`src/logic/cache_dir_pkg.sv`:
```
`default_nettype none

// shared definitions for the cache tag directory
package cache_dir_pkg;

   // replacement policy codes, picked per build through the rep_policy parameter
   typedef enum logic [1:0] {
      rep_lru       = 2'd0,  // true lru, one rank per way
      rep_plru_mru  = 2'd1,  // pseudo lru, one mru bit per way
      rep_plru_tree = 2'd2   // pseudo lru, binary tree of node bits
   } rep_policy_t;

   // field width for n values, never below one bit
   // a one-way set still needs a way field to hang ports on
   function automatic int clog2_min1(input int n);
      int w;
      w = $clog2(n);
      if (w < 1) begin
         w = 1;
      end
      return w;
   endfunction

endpackage

`default_nettype wire
```
`src/logic/cache_dir.sv`:
```
`timescale 1ns/1ns
`default_nettype none

// cache tag directory top, lookup on req, response one cycle later
module cache_dir import cache_dir_pkg::*; #(
   parameter int          n_ways     = 4,
   parameter int          nlines_w   = 3,
   parameter int          tag_w      = 5,
   parameter rep_policy_t rep_policy = rep_plru_tree,
   localparam int         way_w      = clog2_min1(n_ways)
) (
   input  logic                      clk,
   input  logic                      rst_n,
   input  logic                      req,         // one-cycle strobe
   input  logic [tag_w+nlines_w-1:0] addr,        // {tag, line index}
   output logic                      resp_valid,  // one-cycle pulse
   output logic                      hit,
   output logic [way_w-1:0]          way
);

   logic [nlines_w-1:0] line_idx;
   logic [tag_w-1:0]    req_tag;
   logic [n_ways-1:0]   way_hit;         // from the tag compare
   logic [n_ways-1:0]   way_select;      // victim, one-hot
   logic [way_w-1:0]    way_select_bin;
   logic [way_w-1:0]    hit_bin;
   logic [n_ways-1:0]   upd_vec;         // way the policy marks as used
   logic                lookup_hit;
   logic                alloc;

   assign line_idx = addr[nlines_w-1:0];
   assign req_tag  = addr[tag_w+nlines_w-1:nlines_w];

   assign lookup_hit = |way_hit;
   assign alloc      = req & ~lookup_hit;                 // miss fills the victim
   assign upd_vec    = lookup_hit ? way_hit : way_select;

   tag_store #(
      .n_ways   (n_ways),
      .nlines_w (nlines_w),
      .tag_w    (tag_w)
   ) u_tag_store (
      .clk       (clk),
      .rst_n     (rst_n),
      .line_idx  (line_idx),
      .req_tag   (req_tag),
      .alloc     (alloc),
      .alloc_way (way_select),
      .way_hit   (way_hit)
   );

   replacement_policy #(
      .n_ways     (n_ways),
      .nlines_w   (nlines_w),
      .rep_policy (rep_policy)
   ) u_rep_policy (
      .clk            (clk),
      .rst_n          (rst_n),
      .write_en       (req),        // every request touches the policy
      .way_hit        (upd_vec),
      .line_addr      (line_idx),
      .way_select     (way_select),
      .way_select_bin (way_select_bin)
   );

   onehot_to_bin #(
      .way_w (way_w)
   ) u_hit_bin (
      .onehot (way_hit[n_ways-1:1]),
      .bin    (hit_bin)
   );

   // response control
   always_ff @(posedge clk or negedge rst_n) begin
      if (!rst_n) begin
         resp_valid <= 1'b0;
         hit        <= 1'b0;
      end else begin
         resp_valid <= req;
         if (req) begin
            hit <= lookup_hit;  // held until the next response
         end
      end
   end

   always_ff @(posedge clk) begin
      if (req) begin
         way <= lookup_hit ? hit_bin : way_select_bin;  // hit way or filled way
      end
   end

   // a miss fills the victim on the same edge it is reported, so the same
   // address asked for right after must hit in exactly that way
   a_alloc_then_hit: assert property (
      @(posedge clk) disable iff (!rst_n)
      alloc ##1 (req && (addr == $past(addr))) |->
         (lookup_hit && (way_hit == $past(way_select)))
   );

endmodule

`default_nettype wire

```
`src/logic/tag_store.sv`:
```
`timescale 1ns/1ns
`default_nettype none

// tag and valid arrays, parallel compare over all ways of one line
module tag_store import cache_dir_pkg::*; #(
   parameter int  n_ways   = 4,
   parameter int  nlines_w = 3,
   parameter int  tag_w    = 5,
   localparam int way_w    = clog2_min1(n_ways)
) (
   input  logic                clk,
   input  logic                rst_n,
   input  logic [nlines_w-1:0] line_idx,
   input  logic [tag_w-1:0]    req_tag,
   input  logic                alloc,      // miss, write the tag into alloc_way
   input  logic [n_ways-1:0]   alloc_way,  // one-hot victim
   output logic [n_ways-1:0]   way_hit
);

   localparam int n_lines = 1 << nlines_w;

   logic [tag_w-1:0]                tag_mem [n_ways][n_lines];
   logic [n_ways-1:0][n_lines-1:0] valid_q;  // cleared only by reset
   logic [way_w:0]                  hit_cnt;  // matching ways at this line

   always_ff @(posedge clk or negedge rst_n) begin
      if (!rst_n) begin
         valid_q <= '0;
      end else if (alloc) begin
         for (int w = 0; w < n_ways; w++) begin
            if (alloc_way[w]) begin
               valid_q[w][line_idx] <= 1'b1;
            end
         end
      end
   end

   // tag payload, meaningless until its valid bit is set
   always_ff @(posedge clk) begin
      if (alloc) begin
         for (int w = 0; w < n_ways; w++) begin
            if (alloc_way[w]) begin
               tag_mem[w][line_idx] <= req_tag;
            end
         end
      end
   end

   always_comb begin
      for (int w = 0; w < n_ways; w++) begin
         way_hit[w] = valid_q[w][line_idx] && (tag_mem[w][line_idx] == req_tag);
      end
   end

   always_comb begin
      hit_cnt = '0;
      for (int w = 0; w < n_ways; w++) begin
         hit_cnt = hit_cnt + {{way_w{1'b0}}, way_hit[w]};
      end
   end

   // allocation only happens on a miss, so a tag should never live in two
   // ways of one line; a second copy means the miss path and victim disagree
   a_hit_unique: assert property (
      @(posedge clk) disable iff (!rst_n)
      hit_cnt <= 1
   );

endmodule

`default_nettype wire

```
`src/logic/replacement_policy.sv`:
```
`timescale 1ns/1ns
`default_nettype none

// per-line replacement state and victim choice
// victim is a function of stored state only, the update vector never feeds it
module replacement_policy import cache_dir_pkg::*; #(
   parameter int          n_ways     = 4,
   parameter int          nlines_w   = 3,
   parameter rep_policy_t rep_policy = rep_plru_tree,
   localparam int         way_w      = clog2_min1(n_ways)
) (
   input  logic                clk,
   input  logic                rst_n,
   input  logic                write_en,
   input  logic [n_ways-1:0]   way_hit,         // one-hot way being used
   input  logic [nlines_w-1:0] line_addr,
   output logic [n_ways-1:0]   way_select,      // one-hot victim
   output logic [way_w-1:0]    way_select_bin
);

   if (rep_policy == rep_lru) begin : g_lru
      // ranks run 0 (least recent) to n_ways-1 (most recent)
      logic [n_ways-1:0][way_w-1:0] rank_q;    // as stored
      logic [n_ways-1:0][way_w-1:0] rank;      // with the reset default applied
      logic [n_ways-1:0][way_w-1:0] rank_d;
      logic [way_w-1:0]             used_bin;
      logic [way_w-1:0]             used_rank;

      onehot_to_bin #(
         .way_w (way_w)
      ) u_used_bin (
         .onehot (way_hit[n_ways-1:1]),
         .bin    (used_bin)
      );

      // all-zero state stands for ranks equal to way numbers
      // a live state is a permutation, so it is never all zero
      always_comb begin
         for (int i = 0; i < n_ways; i++) begin
            rank[i] = (|rank_q) ? rank_q[i] : way_w'(i);
         end
      end

      assign used_rank = rank[used_bin];

      always_comb begin
         rank_d = rank_q;  // no way used, state stays
         if (|way_hit) begin
            for (int i = 0; i < n_ways; i++) begin
               if (way_hit[i]) begin
                  rank_d[i] = '1;  // used way becomes most recent
               end else if (rank[i] > used_rank) begin
                  rank_d[i] = rank[i] - 1'b1;  // close the gap it left
               end else begin
                  rank_d[i] = rank[i];
               end
            end
         end
      end

      for (genvar i = 0; i < n_ways; i++) begin : g_sel
         assign way_select[i] = (rank[i] == '0);  // rank zero is the victim
      end

      line_regfile #(
         .addr_w (nlines_w),
         .data_w (n_ways * way_w)
      ) u_rank_mem (
         .clk    (clk),
         .rst_n  (rst_n),
         .we     (write_en),
         .addr   (line_addr),
         .w_data (rank_d),
         .r_data (rank_q)
      );

      onehot_to_bin #(
         .way_w (way_w)
      ) u_victim_bin (
         .onehot (way_select[n_ways-1:1]),
         .bin    (way_select_bin)
      );

   end else if (rep_policy == rep_plru_mru) begin : g_mru
      logic [n_ways-1:0] mru_q;
      logic [n_ways-1:0] mru_d;
      logic [n_ways-1:0] mru_set;

      assign mru_set = mru_q | way_hit;
      // all bits set would leave no victim, restart with just the used way
      assign mru_d = (&mru_set) ? way_hit : mru_set;

      assign way_select[0] = ~mru_q[0];
      for (genvar i = 1; i < n_ways; i++) begin : g_sel
         // lowest clear bit wins
         assign way_select[i] = ~mru_q[i] & (&mru_q[i-1:0]);
      end

      line_regfile #(
         .addr_w (nlines_w),
         .data_w (n_ways)
      ) u_mru_mem (
         .clk    (clk),
         .rst_n  (rst_n),
         .we     (write_en),
         .addr   (line_addr),
         .w_data (mru_d),
         .r_data (mru_q)
      );

      onehot_to_bin #(
         .way_w (way_w)
      ) u_victim_bin (
         .onehot (way_select[n_ways-1:1]),
         .bin    (way_select_bin)
      );

   end else begin : g_tree
      // heap numbering, root is node 1, children of k are 2k and 2k+1
      // leaves n_ways..2*n_ways-1 map to ways 0..n_ways-1
      logic [n_ways-1:1] tree_q;
      logic [n_ways-1:1] tree_d;
      logic [way_w:0]    node;   // node reached while walking down

      always_comb begin
         node = (way_w + 1)'(1);
         for (int l = 0; l < way_w; l++) begin
            node = {node[way_w-1:0], tree_q[node[way_w-1:0]]};  // 0 left, 1 right
         end
      end

      assign way_select_bin = node[way_w-1:0];  // leaf id minus n_ways
      assign way_select     = n_ways'(1) << way_select_bin;

      for (genvar l = 1; l <= way_w; l++) begin : g_level
         for (genvar j = 0; j < (1 << (l - 1)); j++) begin : g_node
            localparam int k        = (1 << (l - 1)) + j;
            localparam int span     = n_ways >> l;                       // ways per child
            localparam int left_lo  = ((2 * k) << (way_w - l)) - n_ways;
            localparam int right_lo = left_lo + span;

            // point away from the used side, untouched subtrees keep their bit
            assign tree_d[k] = (|way_hit[left_lo +: span]) |
                               (tree_q[k] & ~(|way_hit[right_lo +: span]));
         end
      end

      line_regfile #(
         .addr_w (nlines_w),
         .data_w (n_ways - 1)
      ) u_tree_mem (
         .clk    (clk),
         .rst_n  (rst_n),
         .we     (write_en),
         .addr   (line_addr),
         .w_data (tree_d),
         .r_data (tree_q)
      );
   end

   if (rep_policy != rep_plru_tree) begin : g_onehot_chk
      // rank or mru state written over many updates must decode to exactly one victim
      a_victim_onehot: assert property (
         @(posedge clk) disable iff (!rst_n)
         $onehot(way_select)
      );
   end

   // a way just used is never the next victim at the same line
   a_victim_not_used: assert property (
      @(posedge clk) disable iff (!rst_n)
      write_en ##1 (line_addr == $past(line_addr)) |->
         !(|(way_select & $past(way_hit)))
   );

endmodule

`default_nettype wire

```
`src/logic/line_regfile.sv`:
```
`timescale 1ns/1ns
`default_nettype none

// one word per cache line, read is combinational, write lands on the edge
module line_regfile #(
   parameter int addr_w = 3,
   parameter int data_w = 8
) (
   input  logic              clk,
   input  logic              rst_n,
   input  logic              we,
   input  logic [addr_w-1:0] addr,
   input  logic [data_w-1:0] w_data,
   output logic [data_w-1:0] r_data
);

   localparam int depth = 1 << addr_w;

   logic [data_w-1:0] mem [depth];  // policy state, one entry per line

   always_ff @(posedge clk or negedge rst_n) begin
      if (!rst_n) begin
         // zero state is the defined start point of every policy
         for (int i = 0; i < depth; i++) begin
            mem[i] <= '0;
         end
      end else if (we) begin
         mem[addr] <= w_data;  // read-modify-write of the addressed line
      end
   end

   assign r_data = mem[addr];  // same address feeds the read and the write

   // an unknown line index on a write would smear state across lines
   // and only show up many requests later as a wrong victim
   a_addr_known: assert property (
      @(posedge clk) disable iff (!rst_n)
      we |-> !$isunknown(addr)
   );

endmodule

`default_nettype wire

```
`src/logic/onehot_to_bin.sv`:
```
`timescale 1ns/1ns
`default_nettype none

// one-hot way vector to binary way number
// bit 0 of the vector is not needed, way 0 encodes as all zeros
module onehot_to_bin #(
   parameter int way_w = 2
) (
   input  logic [(1 << way_w)-1:1] onehot,  // upper bits of the one-hot vector
   output logic [way_w-1:0]        bin
);

   always_comb begin
      bin = '0;
      // every set position ORs its own index into the result
      for (int i = 1; i < (1 << way_w); i++) begin
         if (onehot[i]) begin
            bin = bin | way_w'(i);
         end
      end
   end

   // an all-zero input falls through as way 0, which is what
   // the hit path wants when there is no hit at all

endmodule

`default_nettype wire

```
`config.mk`:
```
export PLATFORM = sky130hd
export DESIGN_NAME = cache_dir
export DESIGN_NICKNAME = d
export VERILOG_FILES = /design/src/logic/cache_dir_pkg.sv /design/src/logic/cache_dir.sv /design/src/logic/tag_store.sv /design/src/logic/replacement_policy.sv /design/src/logic/line_regfile.sv /design/src/logic/onehot_to_bin.sv
export SDC_FILE = /design/constraint.sdc
export NUM_CORES = 1
export LEC_CHECK = 0
export BUFFER_PORTS_ARGS = -buffer_cell sky130_fd_sc_hd__buf_2
export CELL_PAD_IN_SITES_DETAIL_PLACEMENT = 1
export CELL_PAD_IN_SITES_GLOBAL_PLACEMENT = 1
export CORE_UTILIZATION = 45
export DETAILED_ROUTE_END_ITERATION = 7
export PLACE_DENSITY = 0.77
export SLEW_MARGIN = 10
export SYNTH_ARGS = -nofsm -noshare
export SYNTH_HDL_FRONTEND = slang
export SYNTH_SLANG_ARGS = --single-unit
```
`constraint.sdc`:
```
create_clock -name clk -period 3 [get_ports clk]
set_input_delay 0 -clock clk [delete_from_list [all_inputs] [get_ports clk]]
set_output_delay 0 -clock clk [all_outputs]
set_load 0.05 [all_outputs]
```
==> impl_metrics.toml, run 1 <==
[setup_path]
reg2reg_from = "u_tag_store.tag_mem[3][5]$_DFFE_PP_"
cpMaxStageDelayCell = "or4_4"
critical_path_buf_inv_count = 1
cp_cell_sequence = "mux4_2 > mux2i_4 > xor2_1 > nand2_1 > or4_4 > nand4_4 > nand3b_2 > nor2_1 > buf_4"
cp_max_fo = 7
r2r_end = "u_tag_store.tag_mem[3][33]$_DFFE_PP_"
worst_path_largest_cell_delay_ps = 580
regToRegSetupSlack_ps = 30
crit_path_end_kind = "flip-flop"
ff2ff_path_depth = 9
path_class = "reg2reg"
worstSetupStartpointType = "flip-flop"
critPathArrivalTime_ps = 3240
critPathTopFamily = "simple AND/OR/NAND/NOR gates"
critPathRequiredTime_ps = 3270

[hold_path]
min_from = "addr[5]"
hp-class = "in2reg"
holdPathEnd = "u_tag_store.tag_mem[1][17]$_DFFE_PP_"
hold_depth = 1

[clock_tree]
cts_setup_buffers = 0
htreeDepth = 1
insertion_delay_ps = 510
cts_root_buf = "clkbuf_16"
cts.clk_slew.worst_paths_ps = 60
cts_sinks = 220
clockBufferDepth = 3
cts_tree = "built"
cts_buffers = 23

[grt]
grt_max_degree = 40
grt_use_total = 0.246
grt_pass1_wl_microns = 39600
grt_overflow = 0
grt_pass1_vias = 6549
antenna_found_initial = 0

[sta]
setup_viol = 0
fin_crit_ps = 2970
fmax_mhz = 336
finalCritPeriodShare = 0.991
hold_viol = 0
tightest_slew_ps = 1110
final.setup.worst_slack_ps = 28.1
drv_slew = 0
tns_ps = 0
holdWs_ps = 15.7
relSlewSlack = 0.259
fin_skew_ps = 9.81

[yosys]
yosysTopAreaCell = "edfxtp_1"
synth_edf_count = 162
yosysTopAreaCellShare = 0.514
avgSynthCellArea_sq_um = 14.9
synth_most_common_cell = "edfxtp_1"
synth_cells = 636
syn_area_sq_mm = 0.00947
synth_flop_cell = "edfxtp_1"
ys_seq_area_frac = 0.667
synthDistinctLibCells = 56
synth_area_leaders = "edfxtp_1, dfrtp_1, mux2i_1"
ys_async_sr_fraction = 0.264
ys_ff_latch = 220
syn_nets = 647
synth.top_cells.by_count = "edfxtp_1, mux2i_1, dfrtp_1"
yosys_warnings = 0

[power]
power_per_cell_area_mw_per_mm2 = 725
ir_worst_vdd_mv = 0.533
p_leak_nw = 4.10

[placed_design]
dp.cells = 958
dp_hpwl_microns = 16900
pre_cts_slack_ps = -112
routabilityCongestion = 0.849
port_buffers = 14

[floorplan]
fp-row-count = 52
ios = 15
die_w_microns = 147
dieArea_sq_mm = 0.0216
core_area_sq_mm = 0.0204
initial_utilization = 0.464
die_h_microns = 147

[routing]
vias = 6024
wirelength_microns = 26200
dr.pass1.iters = 4
ant_nets = 0
drc_errors = 0
avgRoutedWirePerCell_microns = 26.0
drtIter0Drc = 372
via_per_inst = 5.99

[final_layout]
antenna_cells = 0
post_route_cells_drive_above_1_share = 0.242
area_delta_synth_final_pct = 17.0
finish.net_count = 731
fillers = 1992
final_cells = 1006
final_util = 0.542

[run]
maxCapViolations = 0

[status]
status = "complete, no violations"
-- report_power, final --
group	leakage [nW]	switching [mW]	internal, mW
Sequential	2.14	0.196	3.64
Combinational	1.58	0.726	0.578
Clock	0.378	1.18	1.71
Total	4.10	2.11	5.93
-- per-stage QoR --
step	total power, mW	cell area (sq um)
CTS	8.05	11000
finish	8.04	11100
detailed placement	5.13	10200
floorplan	4.69	9470
global route	8.30	11100
global placement	5.04	10200
-- flip-flops by register name, indices dropped and copies added (netlist names) --
register,cells
hit,1
resp_valid,1
u_rep_policy.g_tree.u_tree_mem.mem,24
u_tag_store.tag_mem,160
u_tag_store.valid_q,32
way,2
-- routing by layer --
layer  GRT usage  up-vias  wire length, microns
met1       0.307     3169                 10800
met5           0        -                     0
met4       0.112        0                  1100
met3      0.0354       64                  1010
met2       0.426      166                 13300
li1            -     2625                     -
-- kinds of logic (layout without fill, tap and decap cells) --
family / after synthesis / in the layout / share of synthesized area
AOI/OAI and AO/OA: 136 / 136 / 0.101
xor gates and xnor gates: 14 / 14 / 0.0137
buffers and inverters: 44 / 142 / 0.0353
DFF: 220 / 220 / 0.667
muxes: 90 / 90 / 0.117
and+or+nand+nor: 132 / 134 / 0.0664
-- timing repair --
action / in CTS / in global routing
endpoints found under the setup margin: 98 / 64
hold buffers: 5 / 0
gates resized for setup: 3 / 6
endpoints found under the hold margin: 70 / 0
cloned: 0 / 2
pin swaps: 0 / 2
-- area by class of cell --
cell class,count,area [sq um],share of cell area
Sequential cell,220,6320,0.570
Multi-Input combinational cell,374,2890,0.261
Tap cell,270,338,0.0305
Inverter,3,11.3,0.00102
Timing Repair Buffer,98,766,0.0691
Clock buffer,28,608,0.0549
Clock inverter,13,154,0.0139
-- layout by cell type, fill, tap and decap left out, types with 7 or more instances in the layout --
cell	synthesis	routed
nor2_1	46	45
a31oi_1	18	18
edfxtp_1	162	162
buf_2	10	13
nand2_1	35	35
o22ai_1	30	30
xnor2_1	9	9
mux2i_1	62	61
o21a_1	10	10
buf_4	6	76
o21bai_1	28	28
dfrtp_1	58	58
o21ai_0	21	21
mux4_2	14	14
nand3_1	12	12
mux2_2	11	11
a22oi_1	7	7
clkbuf_16	0	23
-- how the worst max path moves through the flow --
stage	from	to	depth (start not counted)
5_1_grt	u_tag_store.tag_mem[3][15]$_DFFE_PP_	u_tag_store.tag_mem[3][33]$_DFFE_PP_	9
4_1_cts	u_tag_store.tag_mem[2][15]$_DFFE_PP_	u_tag_store.tag_mem[1][27]$_DFFE_PP_	9
6_report	u_tag_store.tag_mem[3][5]$_DFFE_PP_	u_tag_store.tag_mem[3][33]$_DFFE_PP_	9
3_5_place_dp	addr[0]	u_tag_store.tag_mem[2][36]$_DFFE_PP_	11
3_3_place_gp	addr[0]	u_tag_store.tag_mem[2][35]$_DFFE_PP_	11
2_1_floorplan	addr[1]	u_tag_store.tag_mem[2][35]$_DFFE_PP_	11
Power figures use the tool's default switching activity.
==> run 2, diff against run 1 <==
Settings changed: PLACE_DENSITY 0.77 to not set, PLACE_DENSITY_LB_ADDON set to 0.1.
==> run 2 against run 1 <==
  * Worst hold slack better by 120 ps
  * Wire length is 5.5% lower
  * Die area stayed put
  * Critical endpoint is now u_tag_store.tag_mem[2][17]$_DFFE_PP_
==> impl_metrics.toml, run 2 (same netlist as run 1, synthesis figures left out) <==
[status]
status = "complete, no violations"

[routing]
drtIter0Drc = 365
vias = 5842
ant_nets = 0
via_per_inst = 5.74
route.met3.wl_microns = 938
wl_met2_microns = 12500
wl_met1_microns = 10500
dr.pass1.iters = 4
avgRoutedWirePerCell_microns = 24.3
drc_errors = 0
routed.top_layer = "met4"
wirelength_microns = 24700

[setup_path]
reg2reg_from = "u_tag_store.tag_mem[2][20]$_DFFE_PP_"
critPathArrivalTime_ps = 3170
regToRegSetupSlack_ps = 120
crit_path_end_kind = "flip-flop"
critPathRequiredTime_ps = 3290
worstSetupStartpointType = "flip-flop"
r2r_end = "u_tag_store.tag_mem[2][17]$_DFFE_PP_"
path_class = "reg2reg"
cp_max_fo = 9
ff2ff_path_depth = 10

[final_layout]
antenna_cells = 0
finish.net_count = 742
finish.instance_area_sq_mm = 0.0113
top_regs = "u_tag_store.tag_mem x160, u_tag_store.valid_q x32, u_rep_policy.g_tree.u_tree_mem.mem x24"
final_cells = 1017
regMostFlops = "u_tag_store.tag_mem"
final_util = 0.551
largest_register_ffs = 160
final_common_cell = "edfxtp_1"
area_delta_synth_final_pct = 18.9
post_route_cells_drive_above_1_share = 0.246
final_cell_mix = "edfxtp_1, buf_4, mux2i_1"

[floorplan]
die_h_microns = 147
core_area_sq_mm = 0.0204
initial_utilization = 0.464
die_w_microns = 147
dieArea_sq_mm = 0.0216
ios = 15
fp-row-count = 52

[clock_tree]
cts_buffers = 24
cts_root_buf = "clkbuf_16"
insertion_delay_ps = 530
cts.clk_slew.worst_paths_ps = 60
cts_sinks = 220
cts_tree = "built"
htreeDepth = 1
clockBufferDepth = 3
cts_setup_buffers = 0

[sta]
setup_viol = 0
drv_slew = 0
fmax_mhz = 347
tns_ps = 0
final.setup.worst_slack_ps = 119
fin_crit_ps = 2880
hold_viol = 0
relSlewSlack = 0.429
grt_setup_unrepaired = "true"
fin_skew_ps = 18.9
tightest_slew_ps = 856
finalCritPeriodShare = 0.960

[grt]
grt_overflow = 0
grt_max_degree = 37
grt_pass1_vias = 6403
grt_use_total = 0.238
grt_pass1_wl_microns = 38200
antenna_found_initial = 0

[placed_design]
placed_cell_area_sq_mm = 0.0104
dp_hpwl_microns = 17000
pre_cts_slack_ps = -246
port_buffers = 14
dp.cells = 968
routabilityCongestion = 0.803

[hold_path]
hp-class = "in2async"

[power]
power_per_cell_area_mw_per_mm2 = 718
ir_worst_vdd_mv = 0.516
p_leak_nw = 4.16

[run]
maxCapViolations = 0
==> run 2: cell type report <==
| class | instances | area, sq um |
|---|---|---|
| timing repair buffer | 110 | 965 |
| clock buffer | 30 | 623 |
| fill | 1970 | 9170 |
| sequential | 220 | 6320 |
| tap | 270 | 338 |
| clock inverter | 12 | 149 |
| inverter | 3 | 11.3 |
| multi-input combinational | 372 | 2860 |
==> run 2: worst max-delay path: stages, from the launching register on <==
cell	delay [ps]
edfxtp_1	400
mux4_2	510
mux2i_2	180
xor2_1	160
nand2_1	80
or4_4	580
nand4_2	160
or3_1	190
buf_12	150
nor2_1	50
buf_4	180
==> run 2: report_power, final <==
group          total [mW]  switching [mW]  internal, mW
registers            3.84           0.192          3.64
clock network        2.92            1.19          1.73
logic                1.33           0.700         0.633
total                8.08            2.08          6.01
==> run 2: worst max path at each step <==
stage | to | from | slack [ps]
2_1_floorplan | u_tag_store.tag_mem[2][35]$_DFFE_PP_ | addr[1] | 200
3_3_place_gp | u_tag_store.tag_mem[0][12]$_DFFE_PP_ | addr[0] | -160
3_5_place_dp | u_tag_store.tag_mem[0][12]$_DFFE_PP_ | addr[0] | -250
4_1_cts | u_tag_store.tag_mem[3][10]$_DFFE_PP_ | u_tag_store.valid_q[7]$_DFFE_PN0N_ | 40
5_1_grt | u_tag_store.tag_mem[3][17]$_DFFE_PP_ | u_tag_store.valid_q[5]$_DFFE_PN0N_ | -7
6_report | u_tag_store.tag_mem[2][17]$_DFFE_PP_ | u_tag_store.tag_mem[2][20]$_DFFE_PP_ | 120
==> run 2: what timing repair did <==
action	CTS	global route
hold endpoints to repair	93	0
hold buffers	7	0
gates resized for setup	3	9
endpoints found under the setup margin	9	82
==> run 2: per-stage QoR <==
step | power (mW) | hold WS [ps]
6_report | 8.08 | 136
5_1_grt | 8.38 | 204
4_1_cts | 8.14 | 140
3_5_place_dp | 5.20 | 152
3_3_place_gp | 5.12 | 119
2_1_floorplan | 4.69 | -296
==> run 2: per-layer routing <==
| layer | global-route usage | up-vias |
|---|---|---|
| li1 | - | 2637 |
| met1 | 0.313 | 3032 |
| met2 | 0.408 | 128 |
| met3 | 0.0307 | 45 |
| met4 | 0.0763 | 0 |
| met5 | 0 | - |
==> run 3, diff against run 2 <==
Settings changed: CORE_UTILIZATION 45 to 35.
==> run 3 against run 2 <==
  * Cell count rose by 8.9%
  * Clock power down 4%
  * Register-to-register slack got worse by 20 ps
  * Die area up 28%
  * Count of clock-buffer cells in the layout increased by 2
  * Fmax fell by 0.63%
  * Final area grew 1.5%
  * Flip-flop and latch count did not move
  * First-iteration DRC count decreased by 39%
  * Largest cell class unchanged
==> impl_metrics.toml, run 3 (same netlist as run 1, synthesis figures left out) <==
[routing]
ant_nets = 0
vias = 5821
drtIter0Drc = 222
wirelength_microns = 25800
avgRoutedWirePerCell_microns = 23.3
drc_errors = 0
via_per_inst = 5.25
dr.pass1.iters = 4

[floorplan]
die_w_microns = 167
fp-row-count = 59
dieArea_sq_mm = 0.0277
ios = 15
initial_utilization = 0.360
core_area_sq_mm = 0.0263
die_h_microns = 167

[power]
swShare = 0.258
p_leak_nw = 4.25
p_seq_frac = 0.479
power.switching_mw = 2.06
internal-power_mw = 5.91
clockPowerShare = 0.351
power_per_cell_area_mw_per_mm2 = 697
comb_power_share = 0.169
ir_worst_vdd_mv = 0.429

[grt]
grt_pass1_wl_microns = 40200
grt_overflow = 0
grt_max_degree = 35
grt_pass1_vias = 6484
antenna_found_initial = 0
grt_use_total = 0.193

[setup_path]
r2r_end = "u_tag_store.tag_mem[2][39]$_DFFE_PP_"
cp_max_fo = 9
regToRegSetupSlack_ps = 100
critPathTopFamily = "simple AND/OR/NAND/NOR gates"
critical_path_buf_inv_count = 4
critPathRequiredTime_ps = 3230
worstSetupStartpointType = "flip-flop"
worst_path_largest_cell_delay_ps = 430
cpMaxStageDelayCell = "or3_4"
cp_cell_sequence = "mux2_2 > a221o_1 > a22oi_2 > buf_4 > a221oi_2 > buf_4 > nand4_4 > nand4_4 > or3_4 > buf_12 > nor2_1 > buf_4"
ff2ff_path_depth = 12
crit_top_cell = "buf_4"
cp_num_cells = 12
critPathArrivalTime_ps = 3130
reg2reg_from = "u_tag_store.valid_q[7]$_DFFE_PN0N_"
crit_path_end_kind = "flip-flop"
path_class = "reg2reg"

[hold_path]
hp-class = "in2reg"
holdPathEnd = "u_tag_store.tag_mem[2][25]$_DFFE_PP_"
hold_depth = 1
min_from = "addr[3]"

[clock_tree]
cts_tree = "built"
cts_root_buf = "clkbuf_16"
clockBufferDepth = 3
cts_buffers = 25
htreeDepth = 1
cts_sinks = 220
cts.clk_slew.worst_paths_ps = 60
insertion_delay_ps = 520

[sta]
tns_ps = 0
finalCritPeriodShare = 0.966
drv_slew = 0
hold_viol = 0
grt_setup_unrepaired = "false"
final.setup.worst_slack_ps = 101
fmax_mhz = 345
tightest_slew_ps = 780
fin_skew_ps = 8.29
setup_viol = 0
fin_crit_ps = 2900
relSlewSlack = 0.478

[placed_design]
routabilityCongestion = 0.792
pre_cts_slack_ps = -205
dp_hpwl_microns = 18500
port_buffers = 14
dp.cells = 1059

[final_layout]
finish.net_count = 767
regMostFlops = "u_tag_store.tag_mem"
final_common_cell = "edfxtp_1"
largest_register_ffs = 160
final_cells = 1108
final_cell_mix = "edfxtp_1, buf_4, mux2i_1"
antenna_cells = 0
top_regs = "u_tag_store.tag_mem x160, u_tag_store.valid_q x32, u_rep_policy.g_tree.u_tree_mem.mem x24"
post_route_cells_drive_above_1_share = 0.274
area_delta_synth_final_pct = 20.7

[status]
status = "complete, no violations"

[run]
maxCapViolations = 0
## run 3: cell count changes in the layout (fill, tap and decap cells not counted), sizes merged
cell         before  now
clkbuf           30   32
clkinvlp          0    2
bufinv            3    1
buf             103  128
dlygate4sd3       7    6
## run 3: power groups by stage
| stage | combinational [mW] | sequential (mW) | clock [mW] |
|---|---|---|---|
| 3_5_place_dp | 1.33 | 3.88 | 0 |
| 2_1_floorplan | 0.855 | 3.84 | 0 |
| 4_1_cts | 1.36 | 3.82 | 2.88 |
| 3_3_place_gp | 1.29 | 3.86 | 0 |
| 6_report | 1.35 | 3.82 | 2.80 |
| 5_1_grt | 1.48 | 3.86 | 2.98 |
## run 3: worst max-delay path by stage
stage | from | endpoint | slack, ps
2_1_floorplan | addr[1] | u_tag_store.tag_mem[2][35]$_DFFE_PP_ | 200
3_3_place_gp | addr[0] | u_tag_store.tag_mem[3][12]$_DFFE_PP_ | -180
3_5_place_dp | addr[0] | u_tag_store.tag_mem[3][12]$_DFFE_PP_ | -210
4_1_cts | u_tag_store.valid_q[7]$_DFFE_PN0N_ | u_tag_store.tag_mem[3][39]$_DFFE_PP_ | 7
5_1_grt | u_tag_store.valid_q[7]$_DFFE_PN0N_ | u_tag_store.tag_mem[2][35]$_DFFE_PP_ | 10
6_report | u_tag_store.valid_q[7]$_DFFE_PN0N_ | u_tag_store.tag_mem[2][39]$_DFFE_PP_ | 100
## run 3: per-stage QoR
step | utilization | hold WS [ps] | area, sq um | total power, mW
after global routing | 0.435 | 41.9 | 11400 | 8.32
after detailed placement | 0.402 | 130 | 10600 | 5.21
after CTS | 0.434 | 22.5 | 11400 | 8.06
after floorplan | - | -296 | 9470 | 4.69
after global placement | 0.402 | 108 | 10600 | 5.15
final | 0.435 | 36.1 | 11400 | 7.98
## run 3: what timing repair did
| action | CTS | global route |
|---|---|---|
| resized for setup | 7 | 8 |
| setup buffers | 0 | 0 |
| hold buffers | 6 | 0 |
| endpoints found under the setup margin | 95 | 100 |
| hold endpoints to repair | 90 | 0 |
## run 3: final cells by class
type / instances / area (sq um)
fillers: 2669 / 14800
flip-flops and latches: 220 / 6320
inverters: 3 / 11.3
clock inverters: 12 / 85.1
clock buffers: 32 / 662
multi-input cells: 372 / 2890
well taps: 335 / 419
repair buffers: 134 / 1050
## run 3: routing by layer
| metal | share of wire | wire length [microns] | vias up | global-route usage |
|---|---|---|---|---|
| met5 | 0 | 0 | - | 0 |
| met4 | 0.025 | 652 | 0 | 0.0507 |
| met3 | 0.028 | 713 | 36 | 0.0261 |
| met2 | 0.50 | 13000 | 87 | 0.342 |
| met1 | 0.44 | 11500 | 3003 | 0.247 |
| li1 | - | - | 2695 | - |
